### src/common/i3c_target_pkg.sv
// I3C SDR target shared types for bus events, data streams and address setup
`default_nettype none

package i3c_target_pkg;

  // One bus line with its pre-detected edges and levels
  typedef struct packed {
    logic value;
    logic pos_edge;
    logic neg_edge;
    logic stable_high;
    logic stable_low;
  } line_state_t;

  typedef struct packed {
    logic        start_det;
    logic        rstart_det;
    logic        stop_det;
    line_state_t scl;
    line_state_t sda;
  } bus_state_t;

  // Received write byte
  typedef struct packed {
    logic [7:0] data;
    logic       parity_err;
  } rx_item_t;

  // Byte to send on a private read
  typedef struct packed {
    logic [7:0] data;
    logic       last;
  } tx_item_t;

  typedef struct packed {
    logic [6:0] sta_addr;
    logic       sta_addr_valid;
  } addr_cfg_t;

  // SDA transitions with SCL low that open a Target Reset Pattern
  localparam int ResetPatternEdges = 14;

endpackage

`default_nettype wire

### src/target/i3c_target_fsm.sv
// I3C target transaction sequencer for address, ACK, private writes and reads
`timescale 1ns/100ps
`default_nettype none

module i3c_target_fsm (
  input  logic                       clk_i,
  input  logic                       rst_ni,
  input  i3c_target_pkg::bus_state_t bus_i,
  input  i3c_target_pkg::addr_cfg_t  cfg_i,
  output logic                       rx_req_bit_o,
  output logic                       rx_req_byte_o,
  input  logic                       rx_done_i,
  input  logic [7:0]                 rx_data_i,
  output logic                       tx_req_bit_o,
  output logic                       tx_req_byte_o,
  output logic [7:0]                 tx_value_o,
  output logic                       tx_sel_od_pp_o,
  input  logic                       tx_done_i,
  output logic                       rx_valid_o,
  output i3c_target_pkg::rx_item_t   rx_item_o,
  input  logic                       tx_valid_i,
  input  i3c_target_pkg::tx_item_t   tx_item_i,
  output logic                       tx_ready_o,
  output logic [7:0]                 bus_addr_o,
  output logic                       bus_addr_valid_o
);

  typedef enum logic [2:0] {
    Idle,
    Addr,
    Ack,
    WrData,
    WrTbit,
    RdData,
    RdTbit,
    WaitStop
  } state_e;

  state_e     state_q;
  state_e     state_d;
  logic [7:0] wr_data_q;
  logic       tx_last_q;
  logic       rnw_q;
  logic       addr_match;
  logic       addr_hit;
  logic       load_byte;

  // Upper 7 bits hold the address and bit 0 is RnW
  assign addr_match = cfg_i.sta_addr_valid && (rx_data_i[7:1] == cfg_i.sta_addr);
  assign addr_hit   = (state_q == Addr) && rx_done_i && addr_match;

  always_comb begin
    state_d        = state_q;
    rx_req_bit_o   = 1'b0;
    rx_req_byte_o  = 1'b0;
    tx_req_bit_o   = 1'b0;
    tx_req_byte_o  = 1'b0;
    tx_value_o     = 8'hff;
    tx_sel_od_pp_o = 1'b0;
    tx_ready_o     = 1'b0;
    load_byte      = 1'b0;

    if (bus_i.start_det || bus_i.rstart_det || bus_i.stop_det) begin
      // Released bit in open drain cuts a read short
      if (state_q == RdData || state_q == RdTbit) tx_req_bit_o = 1'b1;
      if (bus_i.stop_det) begin
        state_d = Idle;
      end else begin
        state_d       = Addr;
        rx_req_byte_o = 1'b1;
      end
    end else begin
      unique case (state_q)
        Addr: begin
          if (rx_done_i) begin
            // A read with nothing queued is NACKed
            if (addr_match && (!rx_data_i[0] || tx_valid_i)) begin
              state_d      = Ack;
              tx_req_bit_o = 1'b1;
              tx_value_o   = 8'h00;
            end else begin
              state_d = WaitStop;
            end
          end
        end
        Ack: begin
          if (tx_done_i) begin
            if (!rnw_q) begin
              state_d       = WrData;
              rx_req_byte_o = 1'b1;
            end else if (tx_valid_i) begin
              state_d   = RdData;
              load_byte = 1'b1;
            end else begin
              state_d = WaitStop;
            end
          end
        end
        WrData: begin
          if (rx_done_i) begin
            state_d      = WrTbit;
            rx_req_bit_o = 1'b1;
          end
        end
        WrTbit: begin
          if (rx_done_i) begin
            state_d       = WrData;
            rx_req_byte_o = 1'b1;
          end
        end
        RdData: begin
          if (tx_done_i) begin
            state_d        = RdTbit;
            tx_req_bit_o   = 1'b1;
            tx_value_o     = {7'b0, ~tx_last_q};
            tx_sel_od_pp_o = 1'b1;
          end
        end
        RdTbit: begin
          if (tx_done_i) begin
            if (!tx_last_q && tx_valid_i) begin
              state_d   = RdData;
              load_byte = 1'b1;
            end else begin
              state_d = WaitStop;
            end
          end
        end
        default: ;
      endcase
    end

    if (load_byte) begin
      tx_ready_o     = 1'b1;
      tx_req_byte_o  = 1'b1;
      tx_value_o     = tx_item_i.data;
      tx_sel_od_pp_o = 1'b1;
    end
  end

  always_ff @(posedge clk_i or negedge rst_ni) begin
    if (!rst_ni) begin
      state_q          <= Idle;
      bus_addr_valid_o <= 1'b0;
      rx_valid_o       <= 1'b0;
      rx_item_o        <= '0;
    end else begin
      state_q          <= state_d;
      bus_addr_valid_o <= addr_hit;
      rx_valid_o       <= (state_q == WrTbit) && (state_d == WrData);
      if ((state_q == WrTbit) && (state_d == WrData)) begin
        rx_item_o.data       <= wr_data_q;
        // Data byte plus T-bit must hold an odd number of ones
        rx_item_o.parity_err <= ~^{wr_data_q, rx_data_i[0]};
      end
    end
  end

  always_ff @(posedge clk_i) begin
    if ((state_q == Addr) && rx_done_i) rnw_q <= rx_data_i[0];
    if (addr_hit) bus_addr_o <= rx_data_i;
    if ((state_q == WrData) && rx_done_i) wr_data_q <= rx_data_i;
    if (load_byte) tx_last_q <= tx_item_i.last;
  end

endmodule

`default_nettype wire

### src/hdl/bus_rx_flow.sv
// SDA sampler that collects one bit or one byte on SCL rising edges
`timescale 1ns/100ps
`default_nettype none

module bus_rx_flow (
  input  logic       clk_i,
  input  logic       rst_ni,
  input  logic       scl_posedge_i,
  input  logic       sda_i,
  input  logic       req_bit_i,
  input  logic       req_byte_i,
  output logic [7:0] data_o,
  output logic       done_o
);

  logic [3:0] cnt_q;
  logic       sample;

  // A fresh request restarts the count
  assign sample = scl_posedge_i && (cnt_q != 4'd0) && !(req_bit_i || req_byte_i);

  always_ff @(posedge clk_i or negedge rst_ni) begin
    if (!rst_ni) begin
      cnt_q  <= 4'd0;
      done_o <= 1'b0;
    end else begin
      if (req_byte_i) cnt_q <= 4'd8;
      else if (req_bit_i) cnt_q <= 4'd1;
      else if (sample) cnt_q <= cnt_q - 4'd1;
      done_o <= sample && (cnt_q == 4'd1);
    end
  end

  // MSB arrives first
  always_ff @(posedge clk_i) begin
    if (sample) data_o <= {data_o[6:0], sda_i};
  end

endmodule

`default_nettype wire

### src/hdl/bus_tx_flow.sv
// SDA driver that shifts out one bit or one byte on SCL falling edges
`timescale 1ns/100ps
`default_nettype none

module bus_tx_flow (
  input  logic       clk_i,
  input  logic       rst_ni,
  input  logic       scl_negedge_i,
  input  logic       req_bit_i,
  input  logic       req_byte_i,
  input  logic [7:0] value_i,
  input  logic       sel_od_pp_i,
  output logic       done_o,
  output logic       sda_o,
  output logic       sel_od_pp_o
);

  logic [7:0] shift_q;
  logic [3:0] cnt_q;
  logic       sel_q;
  logic       active_q;
  logic       req;
  logic [7:0] req_value;
  logic [3:0] req_cnt;

  assign req       = req_bit_i | req_byte_i;
  // Single bit requests move bit 0 into the MSB slot
  assign req_value = req_byte_i ? value_i : {value_i[0], 7'b0};
  assign req_cnt   = req_byte_i ? 4'd8 : 4'd1;

  always_ff @(posedge clk_i or negedge rst_ni) begin
    if (!rst_ni) begin
      shift_q     <= 8'h00;
      cnt_q       <= 4'd0;
      sel_q       <= 1'b0;
      active_q    <= 1'b0;
      done_o      <= 1'b0;
      sda_o       <= 1'b1;
      sel_od_pp_o <= 1'b0;
    end else begin
      done_o <= 1'b0;
      if (req) begin
        sel_q <= sel_od_pp_i;
        if (done_o) begin
          // Previous bit ended on the last falling edge so the next one starts at once
          sda_o       <= req_value[7];
          sel_od_pp_o <= sel_od_pp_i;
          shift_q     <= {req_value[6:0], 1'b0};
          cnt_q       <= req_cnt - 4'd1;
          active_q    <= 1'b1;
        end else begin
          sda_o       <= 1'b1;
          sel_od_pp_o <= 1'b0;
          shift_q     <= req_value;
          cnt_q       <= req_cnt;
          active_q    <= 1'b0;
        end
      end else if (scl_negedge_i) begin
        if (cnt_q != 4'd0) begin
          sda_o       <= shift_q[7];
          sel_od_pp_o <= sel_q;
          shift_q     <= {shift_q[6:0], 1'b0};
          cnt_q       <= cnt_q - 4'd1;
          active_q    <= 1'b1;
        end else if (active_q) begin
          // Release the line after the last bit
          sda_o       <= 1'b1;
          sel_od_pp_o <= 1'b0;
          active_q    <= 1'b0;
          done_o      <= 1'b1;
        end
      end
    end
  end

endmodule

`default_nettype wire

### src/hdl/target_reset_monitor.sv
// Target Reset Pattern detector with peripheral and escalated reset levels
`timescale 1ns/100ps
`default_nettype none

module target_reset_monitor (
  input  logic                       clk_i,
  input  logic                       rst_ni,
  input  i3c_target_pkg::bus_state_t bus_i,
  input  logic                       addr_match_i,
  input  logic                       peripheral_reset_done_i,
  output logic                       peripheral_reset_o,
  output logic                       escalated_reset_o
);

  import i3c_target_pkg::*;

  logic [3:0] edge_cnt_q;
  logic       edges_ok_q;
  logic       rstart_ok_q;
  logic       armed_q;
  logic       scl_edge;
  logic       sda_edge;
  logic       pattern_det;

  assign scl_edge    = bus_i.scl.pos_edge | bus_i.scl.neg_edge;
  assign sda_edge    = bus_i.sda.pos_edge | bus_i.sda.neg_edge;
  assign pattern_det = rstart_ok_q & bus_i.stop_det;

  always_ff @(posedge clk_i or negedge rst_ni) begin
    if (!rst_ni) begin
      edge_cnt_q  <= 4'd0;
      edges_ok_q  <= 1'b0;
      rstart_ok_q <= 1'b0;
    end else begin
      // SDA toggles only count inside one SCL low phase
      if (scl_edge) edge_cnt_q <= 4'd0;
      else if (sda_edge && bus_i.scl.stable_low &&
               edge_cnt_q != 4'(ResetPatternEdges)) edge_cnt_q <= edge_cnt_q + 4'd1;

      if (bus_i.stop_det || bus_i.start_det || bus_i.scl.neg_edge) begin
        edges_ok_q  <= 1'b0;
        rstart_ok_q <= 1'b0;
      end else begin
        if (edge_cnt_q == 4'(ResetPatternEdges)) edges_ok_q <= 1'b1;
        if (bus_i.rstart_det && edges_ok_q) rstart_ok_q <= 1'b1;
      end
    end
  end

  always_ff @(posedge clk_i or negedge rst_ni) begin
    if (!rst_ni) begin
      armed_q            <= 1'b0;
      peripheral_reset_o <= 1'b0;
      escalated_reset_o  <= 1'b0;
    end else begin
      if (pattern_det) begin
        // Second pattern in a row escalates
        if (armed_q) escalated_reset_o <= 1'b1;
        else peripheral_reset_o <= 1'b1;
        armed_q <= 1'b1;
      end else if (addr_match_i) begin
        armed_q <= 1'b0;
      end
      if (peripheral_reset_done_i) peripheral_reset_o <= 1'b0;
    end
  end

endmodule

`default_nettype wire

### src/hdl/i3c_target_top.sv
// I3C SDR target core that joins the transaction FSM, the bit flows and the reset monitor
`timescale 1ns/100ps
`default_nettype none

module i3c_target_top (
  input  logic                         clk_i,
  input  logic                         rst_ni,
  input  i3c_target_pkg::bus_state_t   bus_i,
  input  i3c_target_pkg::addr_cfg_t    cfg_i,
  output logic                         sda_o,
  output logic                         sel_od_pp_o,
  output logic                         rx_valid_o,
  output i3c_target_pkg::rx_item_t     rx_item_o,
  input  logic                         tx_valid_i,
  input  i3c_target_pkg::tx_item_t     tx_item_i,
  output logic                         tx_ready_o,
  output logic [7:0]                   bus_addr_o,
  output logic                         bus_addr_valid_o,
  output logic                         peripheral_reset_o,
  input  logic                         peripheral_reset_done_i,
  output logic                         escalated_reset_o
);

  logic       rx_req_bit;
  logic       rx_req_byte;
  logic       rx_done;
  logic [7:0] rx_data;
  logic       tx_req_bit;
  logic       tx_req_byte;
  logic [7:0] tx_value;
  logic       tx_sel_od_pp;
  logic       tx_done;

  i3c_target_fsm i3c_target_fsm_inst (
    .clk_i            (clk_i),
    .rst_ni           (rst_ni),
    .bus_i            (bus_i),
    .cfg_i            (cfg_i),
    .rx_req_bit_o     (rx_req_bit),
    .rx_req_byte_o    (rx_req_byte),
    .rx_done_i        (rx_done),
    .rx_data_i        (rx_data),
    .tx_req_bit_o     (tx_req_bit),
    .tx_req_byte_o    (tx_req_byte),
    .tx_value_o       (tx_value),
    .tx_sel_od_pp_o   (tx_sel_od_pp),
    .tx_done_i        (tx_done),
    .rx_valid_o       (rx_valid_o),
    .rx_item_o        (rx_item_o),
    .tx_valid_i       (tx_valid_i),
    .tx_item_i        (tx_item_i),
    .tx_ready_o       (tx_ready_o),
    .bus_addr_o       (bus_addr_o),
    .bus_addr_valid_o (bus_addr_valid_o)
  );

  bus_rx_flow bus_rx_flow_inst (
    .clk_i         (clk_i),
    .rst_ni        (rst_ni),
    .scl_posedge_i (bus_i.scl.pos_edge),
    .sda_i         (bus_i.sda.value),
    .req_bit_i     (rx_req_bit),
    .req_byte_i    (rx_req_byte),
    .data_o        (rx_data),
    .done_o        (rx_done)
  );

  bus_tx_flow bus_tx_flow_inst (
    .clk_i         (clk_i),
    .rst_ni        (rst_ni),
    .scl_negedge_i (bus_i.scl.neg_edge),
    .req_bit_i     (tx_req_bit),
    .req_byte_i    (tx_req_byte),
    .value_i       (tx_value),
    .sel_od_pp_i   (tx_sel_od_pp),
    .done_o        (tx_done),
    .sda_o         (sda_o),
    .sel_od_pp_o   (sel_od_pp_o)
  );

  target_reset_monitor target_reset_monitor_inst (
    .clk_i                   (clk_i),
    .rst_ni                  (rst_ni),
    .bus_i                   (bus_i),
    .addr_match_i            (bus_addr_valid_o),
    .peripheral_reset_done_i (peripheral_reset_done_i),
    .peripheral_reset_o      (peripheral_reset_o),
    .escalated_reset_o       (escalated_reset_o)
  );

endmodule

`default_nettype wire

### config.mk
export PLATFORM = sky130hd
export DESIGN_NAME = i3c_target_top
export DESIGN_NICKNAME = d
export VERILOG_FILES = /design/src/common/i3c_target_pkg.sv /design/src/target/i3c_target_fsm.sv /design/src/hdl/bus_rx_flow.sv /design/src/hdl/bus_tx_flow.sv /design/src/hdl/target_reset_monitor.sv /design/src/hdl/i3c_target_top.sv
export SDC_FILE = /design/constraint.sdc
export NUM_CORES = 1
export LEC_CHECK = 0
export BUFFER_PORTS_ARGS = -buffer_cell sky130_fd_sc_hd__clkbuf_2
export CAP_MARGIN = 20
export CELL_PAD_IN_SITES_DETAIL_PLACEMENT = 1
export CELL_PAD_IN_SITES_GLOBAL_PLACEMENT = 2
export CORE_MARGIN = 5
export CORE_UTILIZATION = 40
export CTS_CLUSTER_DIAMETER = 40
export DETAILED_ROUTE_END_ITERATION = 16
export PLACE_DENSITY = 0.84
export SYNTH_ARGS = -nofsm -noshare
export SYNTH_HDL_FRONTEND = slang
export SYNTH_SLANG_ARGS = --single-unit
### constraint.sdc
create_clock -name clk_i -period 6.3 [get_ports clk_i]
set_clock_uncertainty 0.05 [all_clocks]
set_input_delay 0.315 -clock clk_i [delete_from_list [all_inputs] [get_ports clk_i]]
set_output_delay 0.315 -clock clk_i [all_outputs]
set_load 0.05 [all_outputs]
== Word-level counts from Yosys, hierarchy flattened ==
Cells that the tools add are included.

* Logic and storage cells: 170
* Output and inout bits: 24
* Flip-flop bits (word level): 71
* Bits of input ports: 34

* Add/subtract/negate cells: 4
* Mux-type cells: 85
* Bitwise gates (word level): 5
* Equal/unequal tests: 12
* Reduce and logical (&&, ||, !) cells: 39

{| class="wikitable"
|+ Operators by type and width
! operator !! count
|-
| 8-bit 2-to-1 mux || 10
|-
| 1-bit 2-to-1 mux || 49
|-
| 4-bit 2-to-1 mux || 10
|-
| 3-bit 2-to-1 mux || 9
|-
| 3-bit one-hot mux with 6 select lines || 1
|-
| 8-bit one-hot mux with 2 select lines || 1
|-
| 2-bit nonzero test || 7
|-
| 1-bit logical AND || 13
|-
| 4-bit by 1-bit subtractor with 4-bit output, second input constant || 3
|-
| 3-bit by 2-bit == test with 1-bit output, second input constant || 3
|-
| 3-bit == test, second input constant || 3
|-
| 9-bit XNOR reduction || 1
|-
| 2-bit AND reduction || 4
|-
| 4-bit nonzero test || 2
|-
| 7-bit == test || 1
|-
| 1-bit logical OR || 7
|-
| 1-bit one-hot mux with 2 select lines || 3
|-
| 3-bit nonzero test || 2
|-
| 4-bit by 1-bit adder with 4-bit output, second input constant || 1
|-
| 4-bit by 1-bit == test with 1-bit output, second input constant || 1
|-
| 4-bit == test, second input constant || 1
|-
| 2-bit 2-to-1 mux || 2
|-
| 4-bit != test, second input constant || 1
|-
| 3-bit by 1-bit == test with 1-bit output, second input constant || 1
|-
| other kinds (5) || 9
|}

== Logic depth before layout (Yosys ltp) ==
* Depth after elaboration: 11
* Mapped depth: 9
* Mapped depth without buffers: 7

== Hierarchy ==
From an unflattened synthesis, not the netlist that was laid out.

* Cell total of the unflattened synthesis: 344
* Area, all modules: 3,738.6 um^2

{| class="wikitable"
|+ Modules (own cells, without submodules)
! module !! cells an instance !! seq. area each (um^2) !! area an instance (um^2) !! times used
|-
| i3c_target_fsm || 153 || 890.9 || 1,702.9 || 1
|-
| bus_tx_flow || 109 || 426.7 || 1,054.8 || 1
|-
| bus_rx_flow || 42 || 365.4 || 551.8 || 1
|-
| target_reset_monitor || 40 || 225.2 || 429.2 || 1
|}

== Worst setup path before layout ==
No wires, ideal clock.

* Kind: flip-flop to flip-flop
* Start: register i3c_target_fsm_inst.state_q[0]
* End: register i3c_target_fsm_inst.bus_addr_o[0] (enable)
* Library setup time: 0.401 ns
* Arrival: 1.988 ns
* Path buffers: 2
* Required time: 5.849 ns
* Cell stages (with the launch flop): 6
* Setup slack: 3.861 ns
* Path through: dfrtp_1 buf_4 clkbuf_1 nand2_1 nor3_1 nor4b_1

* Longest elaborated chain between the ends: 3

{| class="wikitable"
|+ Ends and longest elaborated chain
! item !! RTL line !! RTL
|-
| start: declaration || i3c_target_fsm.sv:39 || <nowiki>state_e state_q;</nowiki>
|-
| start signal: assignment || i3c_target_fsm.sv:143 || <nowiki>state_q <= Idle;</nowiki>
|-
| start signal: assignment || i3c_target_fsm.sv:148 || <nowiki>state_q <= state_d;</nowiki>
|-
| 3-bit by 1-bit == test with 1-bit output || i3c_target_fsm.sv:50 || <nowiki>assign addr_hit = (state_q == Addr) && rx_done_i && addr_match;</nowiki>
|-
| 1-bit logical AND (2 in a row) || i3c_target_fsm.sv:50 ||
|-
| via i3c_target_fsm_inst.addr_hit || i3c_target_fsm.sv:45 || <nowiki>logic addr_hit;</nowiki>
|-
| end signal: assignment || i3c_target_fsm.sv:161 || <nowiki>if (addr_hit) bus_addr_o <= rx_data_i;</nowiki>
|-
| end: declaration || i3c_target_fsm.sv:24 || <nowiki>output logic [7:0] bus_addr_o,</nowiki>
|}

The timed path passes the listed nets, and every way through them passes these cells.
A chain may end at the register's enable or synchronous reset.

== Worst setup path in the final report ==
* Start: register i3c_target_fsm_inst.state_q[1]
* End: register bus_tx_flow_inst.shift_q[7]

* Longest elaborated chain between the ends: 7
* Elaborated cells on any way between the ends: 21

{| class="wikitable"
|+ Ends and longest elaborated chain
! item !! RTL line !! RTL
|-
| 3-bit == test, or another cell as far along || i3c_target_fsm.sv:65, i3c_target_fsm.sv:73 ||
|-
| 8-bit one-hot mux with 2 select lines, or another cell as far along || i3c_target_fsm.sv:73 || <nowiki>unique case (state_q)</nowiki>
|-
| 8-bit 2-to-1 mux, or another cell as far along || i3c_target_fsm.sv:63 || <nowiki>if (bus_i.start_det || bus_i.rstart_det || bus_i.stop_det) begin</nowiki>
|-
| 8-bit 2-to-1 mux, or another cell as far along || i3c_target_fsm.sv:133 || <nowiki>if (load_byte) begin</nowiki>
|-
| 8-bit 2-to-1 mux / 1-bit OR (equally long branches) || bus_tx_flow.sv:28, bus_tx_flow.sv:26 ||
|-
| 8-bit 2-to-1 mux / 2-bit nonzero test (equally long branches) || -- ||
|-
| 8-bit 2-to-1 mux / 2-bit AND reduction (equally long branches) || -- ||
|-
| end signal: assignment || bus_tx_flow.sv:48 || <nowiki>shift_q <= {req_value[6:0], 1'b0};</nowiki>
|-
| end signal: assignment || bus_tx_flow.sv:54 || <nowiki>shift_q <= req_value;</nowiki>
|-
| end signal: assignment || bus_tx_flow.sv:62 || <nowiki>shift_q <= {shift_q[6:0], 1'b0};</nowiki>
|-
| end: declaration || bus_tx_flow.sv:18 || <nowiki>logic [7:0] shift_q;</nowiki>
|}

Parallel ways exist; a longest one is shown, timed or not.

==> metrics.yaml <==
pwr:
  switching_share: 0.299
  power_mw: 1.24
  p_per_area_nw_per_um2: 311
  intPower_mw: 0.871
  p_leak_nw: 1.74
  p_seq_frac: 0.482
  comb_power_share: 0.188
  clkPwrFrac: 0.330
  switching_power_mw: 0.371
  vdd_drop_max_v: 0.000154
drt:
  ant_nets: 0
  routed_via_density: 5.25
  totalWireLength_mm: 7.80
  vias: 2389
  drt-wirelength-per-cell_um: 17.1
  drt_iter0_drc: 103
  drtPass1Iterations: 4
  drc: 0
outcome:
  violations: "negative hold slack"
  status: "finished with violations"
placement:
  gp_congestion: 0.730
  io_buffers: 53
  pre_cts_ws_ns: 3.62
  hpwl_mm: 5.62
finish:
  antenna_cells: 0
  fillCellCount: 905
  fin_nets: 386
  drive_gt1_frac: 0.269
  syn_to_final_growth_pct: 16.2
setup_path:
  critPathArrivalTime_ns: 2.81
  cp_cell_sequence: "and4b_1 -> o211a_1 -> nand3b_4 -> or2_1 -> mux2_2"
  required_ns: 6.48
  crit_slowest_cell: "dfrtp_1"
  critical_path.max_stage_delay_ns: 0.67
  worstPathMaxFanout: 17
  cp_num_buf_inv: 0
  reg2reg_from: "i3c_target_fsm_inst.state_q[1]"
  path_class: "reg -> reg"
  worstSetupEndpointType: "flop"
  worstSetupStartpointType: "flop"
  startpoint: "i3c_target_fsm_inst.state_q[1]"
  cpLargestDelayFamily: "simple AND/OR/NAND/NOR gates"
yosys:
  avgSynthCellArea_um2: 11.7
  synth_area_leader_cell: "dfrtp_1"
  ys_types: 60
  ys.flop_type: "dfrtp_1"
  synth-warning-count: 0
  syn_inst: 294
  syn_nets: 335
  synthTopCellsByArea: "dfrtp_1 (32%), edfxtp_1 (23%), mux2_4 (3.9%)"
  yosysSeqAreaShare: 0.555
  synth-seq-cells: 71
  netlist_area_um2: 3440
  synth_enable_flop_cells: 26
  synth-async-reset-ratio: 0.634
  synth_top_area_share: 0.320
timing:
  rsz0062_at_grt: "no"
  fmax_ghz: 0.381
  finalHoldViolCount: 2
  drv_slew: 0
  fin_crit_ns: 2.62
  setup_viol: 0
  layout_setup_ws_ns: 3.68
  fin_setup_tns_ns: 0
  slew_headroom: 0.427
  period_share: 0.416
  tightest_slew_ns: 0.856
  timing.hold.ws_ns: -0.00331
floorplanning:
  core_um2: 8300
  fp.dieW_um: 103
  initial_utilization: 0.415
  num_rows: 33
  ios: 58
  die_area_um2: 10600
  fp.dieH_um: 103
global_route:
  grt_max_degree: 46
  overflow: 0
  grt_pass1_vias: 2585
  track_usage: 0.158
  antenna_found_initial: 0
  grt_first_pass_wirelength_mm: 12.9
clock_tree:
  cts_root_buf: "clkbuf_8"
  path_clk_slew_ns: 0.08
  clkSinkCount: 71
  cts_tree: "done"
  cts_hold_buf: 0
  htree_levels: 3
  clock_latency_ns: 0.35
  cts-buffers-inserted: 9
  cts_setup_buffers: 0
  cts_buffer_depth: 2
  post_cts_resized: 0
worst_hold_path:
  hp-class: "in -> async"
flow_run:
  maxCapViolCount: 0
[power by group through the flow]
stage	Sequential (mW)	Clock [mW]	Combinational [mW]
finish	0.599	0.410	0.234
global route	0.609	0.445	0.264
CTS	0.599	0.420	0.238
detailed placement	0.609	0	0.236
global placement	0.605	0	0.229
floorplan	0.610	0	0.164
[routing by layer]
layer,wire [um],vias to the layer above,global-route usage
met2,3760,41,0.256
met1,3670,1180,0.210
met3,277,11,0.0399
met5,0,-,0
met4,93,0,0.0448
li1,-,1157,-
[cells in the mapped netlist, types with 2 or more instances]
| cell | number |
|---|---|
| o2111ai_1 | 2 |
| nand4b_1 | 2 |
| mux2i_1 | 5 |
| and3_1 | 2 |
| inv_1 | 15 |
| or3_1 | 2 |
| o21ai_0 | 19 |
| buf_2 | 4 |
| ha_1 | 7 |
| nand4_1 | 4 |
| nand2_1 | 17 |
| xnor2_1 | 15 |
| nand2b_1 | 9 |
| mux2_4 | 9 |
| mux2_2 | 4 |
| o31a_1 | 3 |
| nor2b_1 | 5 |
| xor2_1 | 5 |
| nor3_1 | 8 |
| a21oi_1 | 12 |
| o31ai_1 | 4 |
| dfrtp_1 | 44 |
| clkbuf_1 | 8 |
| edfxtp_1 | 26 |
| o311ai_0 | 2 |
| buf_6 | 2 |
| nand3_1 | 3 |
| nor4_1 | 3 |
| nor2_1 | 18 |
| o22ai_1 | 2 |
| a31oi_1 | 3 |
| a211oi_1 | 2 |
[logic make-up (layout without fill, tap and decap cells)]
group | after synthesis | after routing | share of synthesized area
AND/OR/NAND/NOR | 87 | 87 | 0.147
flip-flops | 71 | 71 | 0.555
AO/OA/AOI/OAI | 61 | 61 | 0.116
buffers and inverters | 30 | 86 | 0.0396
multiplexers | 18 | 18 | 0.0669
adder cells (fa/ha/maj) | 7 | 7 | 0.0255
XOR/XNOR | 20 | 20 | 0.0509
[cells in the final DEF, fill, tap and decap left out, drive strengths merged, types with 3 or more instances in the layout]
cell type	synthesis	final
nand4	4	4
xor2	5	5
inv	15	17
mux2i	5	5
xnor2	15	15
o31ai	4	4
nor4	4	4
nor3	9	9
mux2	13	13
a31oi	3	3
clkbuf	8	63
nor2b	5	5
nand3	4	4
nand2b	9	9
o31a	4	4
dfrtp	44	44
o21ai	19	19
ha	7	7
edfxtp	26	26
nor2	18	18
a21oi	12	12
nand2	17	17
[state kept, by name, indices dropped and copies added (netlist names), 3 cells and up]
register                              cells
i3c_target_fsm_inst.bus_addr_o            8
i3c_target_fsm_inst.rx_item_o             9
i3c_target_fsm_inst.wr_data_q             8
bus_rx_flow_inst.data_o                   8
bus_rx_flow_inst.cnt_q                    4
i3c_target_fsm_inst.state_q               3
target_reset_monitor_inst.edge_cnt_q      4
bus_tx_flow_inst.shift_q                  8
bus_tx_flow_inst.cnt_q                    4
[final cells by class]
type | instances | area [um2] | share of cell area
Inverter | 15 | 56.3 | 0.0141
Multi-Input combinational cell | 193 | 1400 | 0.351
Tap cell | 105 | 131 | 0.0329
Sequential cell | 71 | 1910 | 0.477
Clock buffer | 10 | 128 | 0.0319
Timing Repair Buffer | 55 | 280 | 0.0701
Clock inverter | 6 | 92.6 | 0.0232
[path summary, 6_finish.rpt]
path	to	slack, ns	depth (start not counted)
max	bus_tx_flow_inst.shift_q[7]	3.68	5
min	bus_tx_flow_inst.shift_q[3]	-0.003	2
max reg2reg	bus_tx_flow_inst.shift_q[7]	3.68	5
min reg2reg	target_reset_monitor_inst.armed_q	0.42	1
max in group asynchronous	bus_rx_flow_inst.done_o	5.79	2
min in group clk_i	target_reset_monitor_inst.peripheral_reset_o	0.06	2
[stage by stage]
stage               cell area, um2   util  instances
global route                  4000  0.482        455
global placement              3770  0.454        438
CTS                           3990  0.481        454
detailed placement            3770  0.454        438
finish                        4000  0.482        455
floorplan                     3440      -        294
No activity file was read; power rests on OpenSTA's default activity.
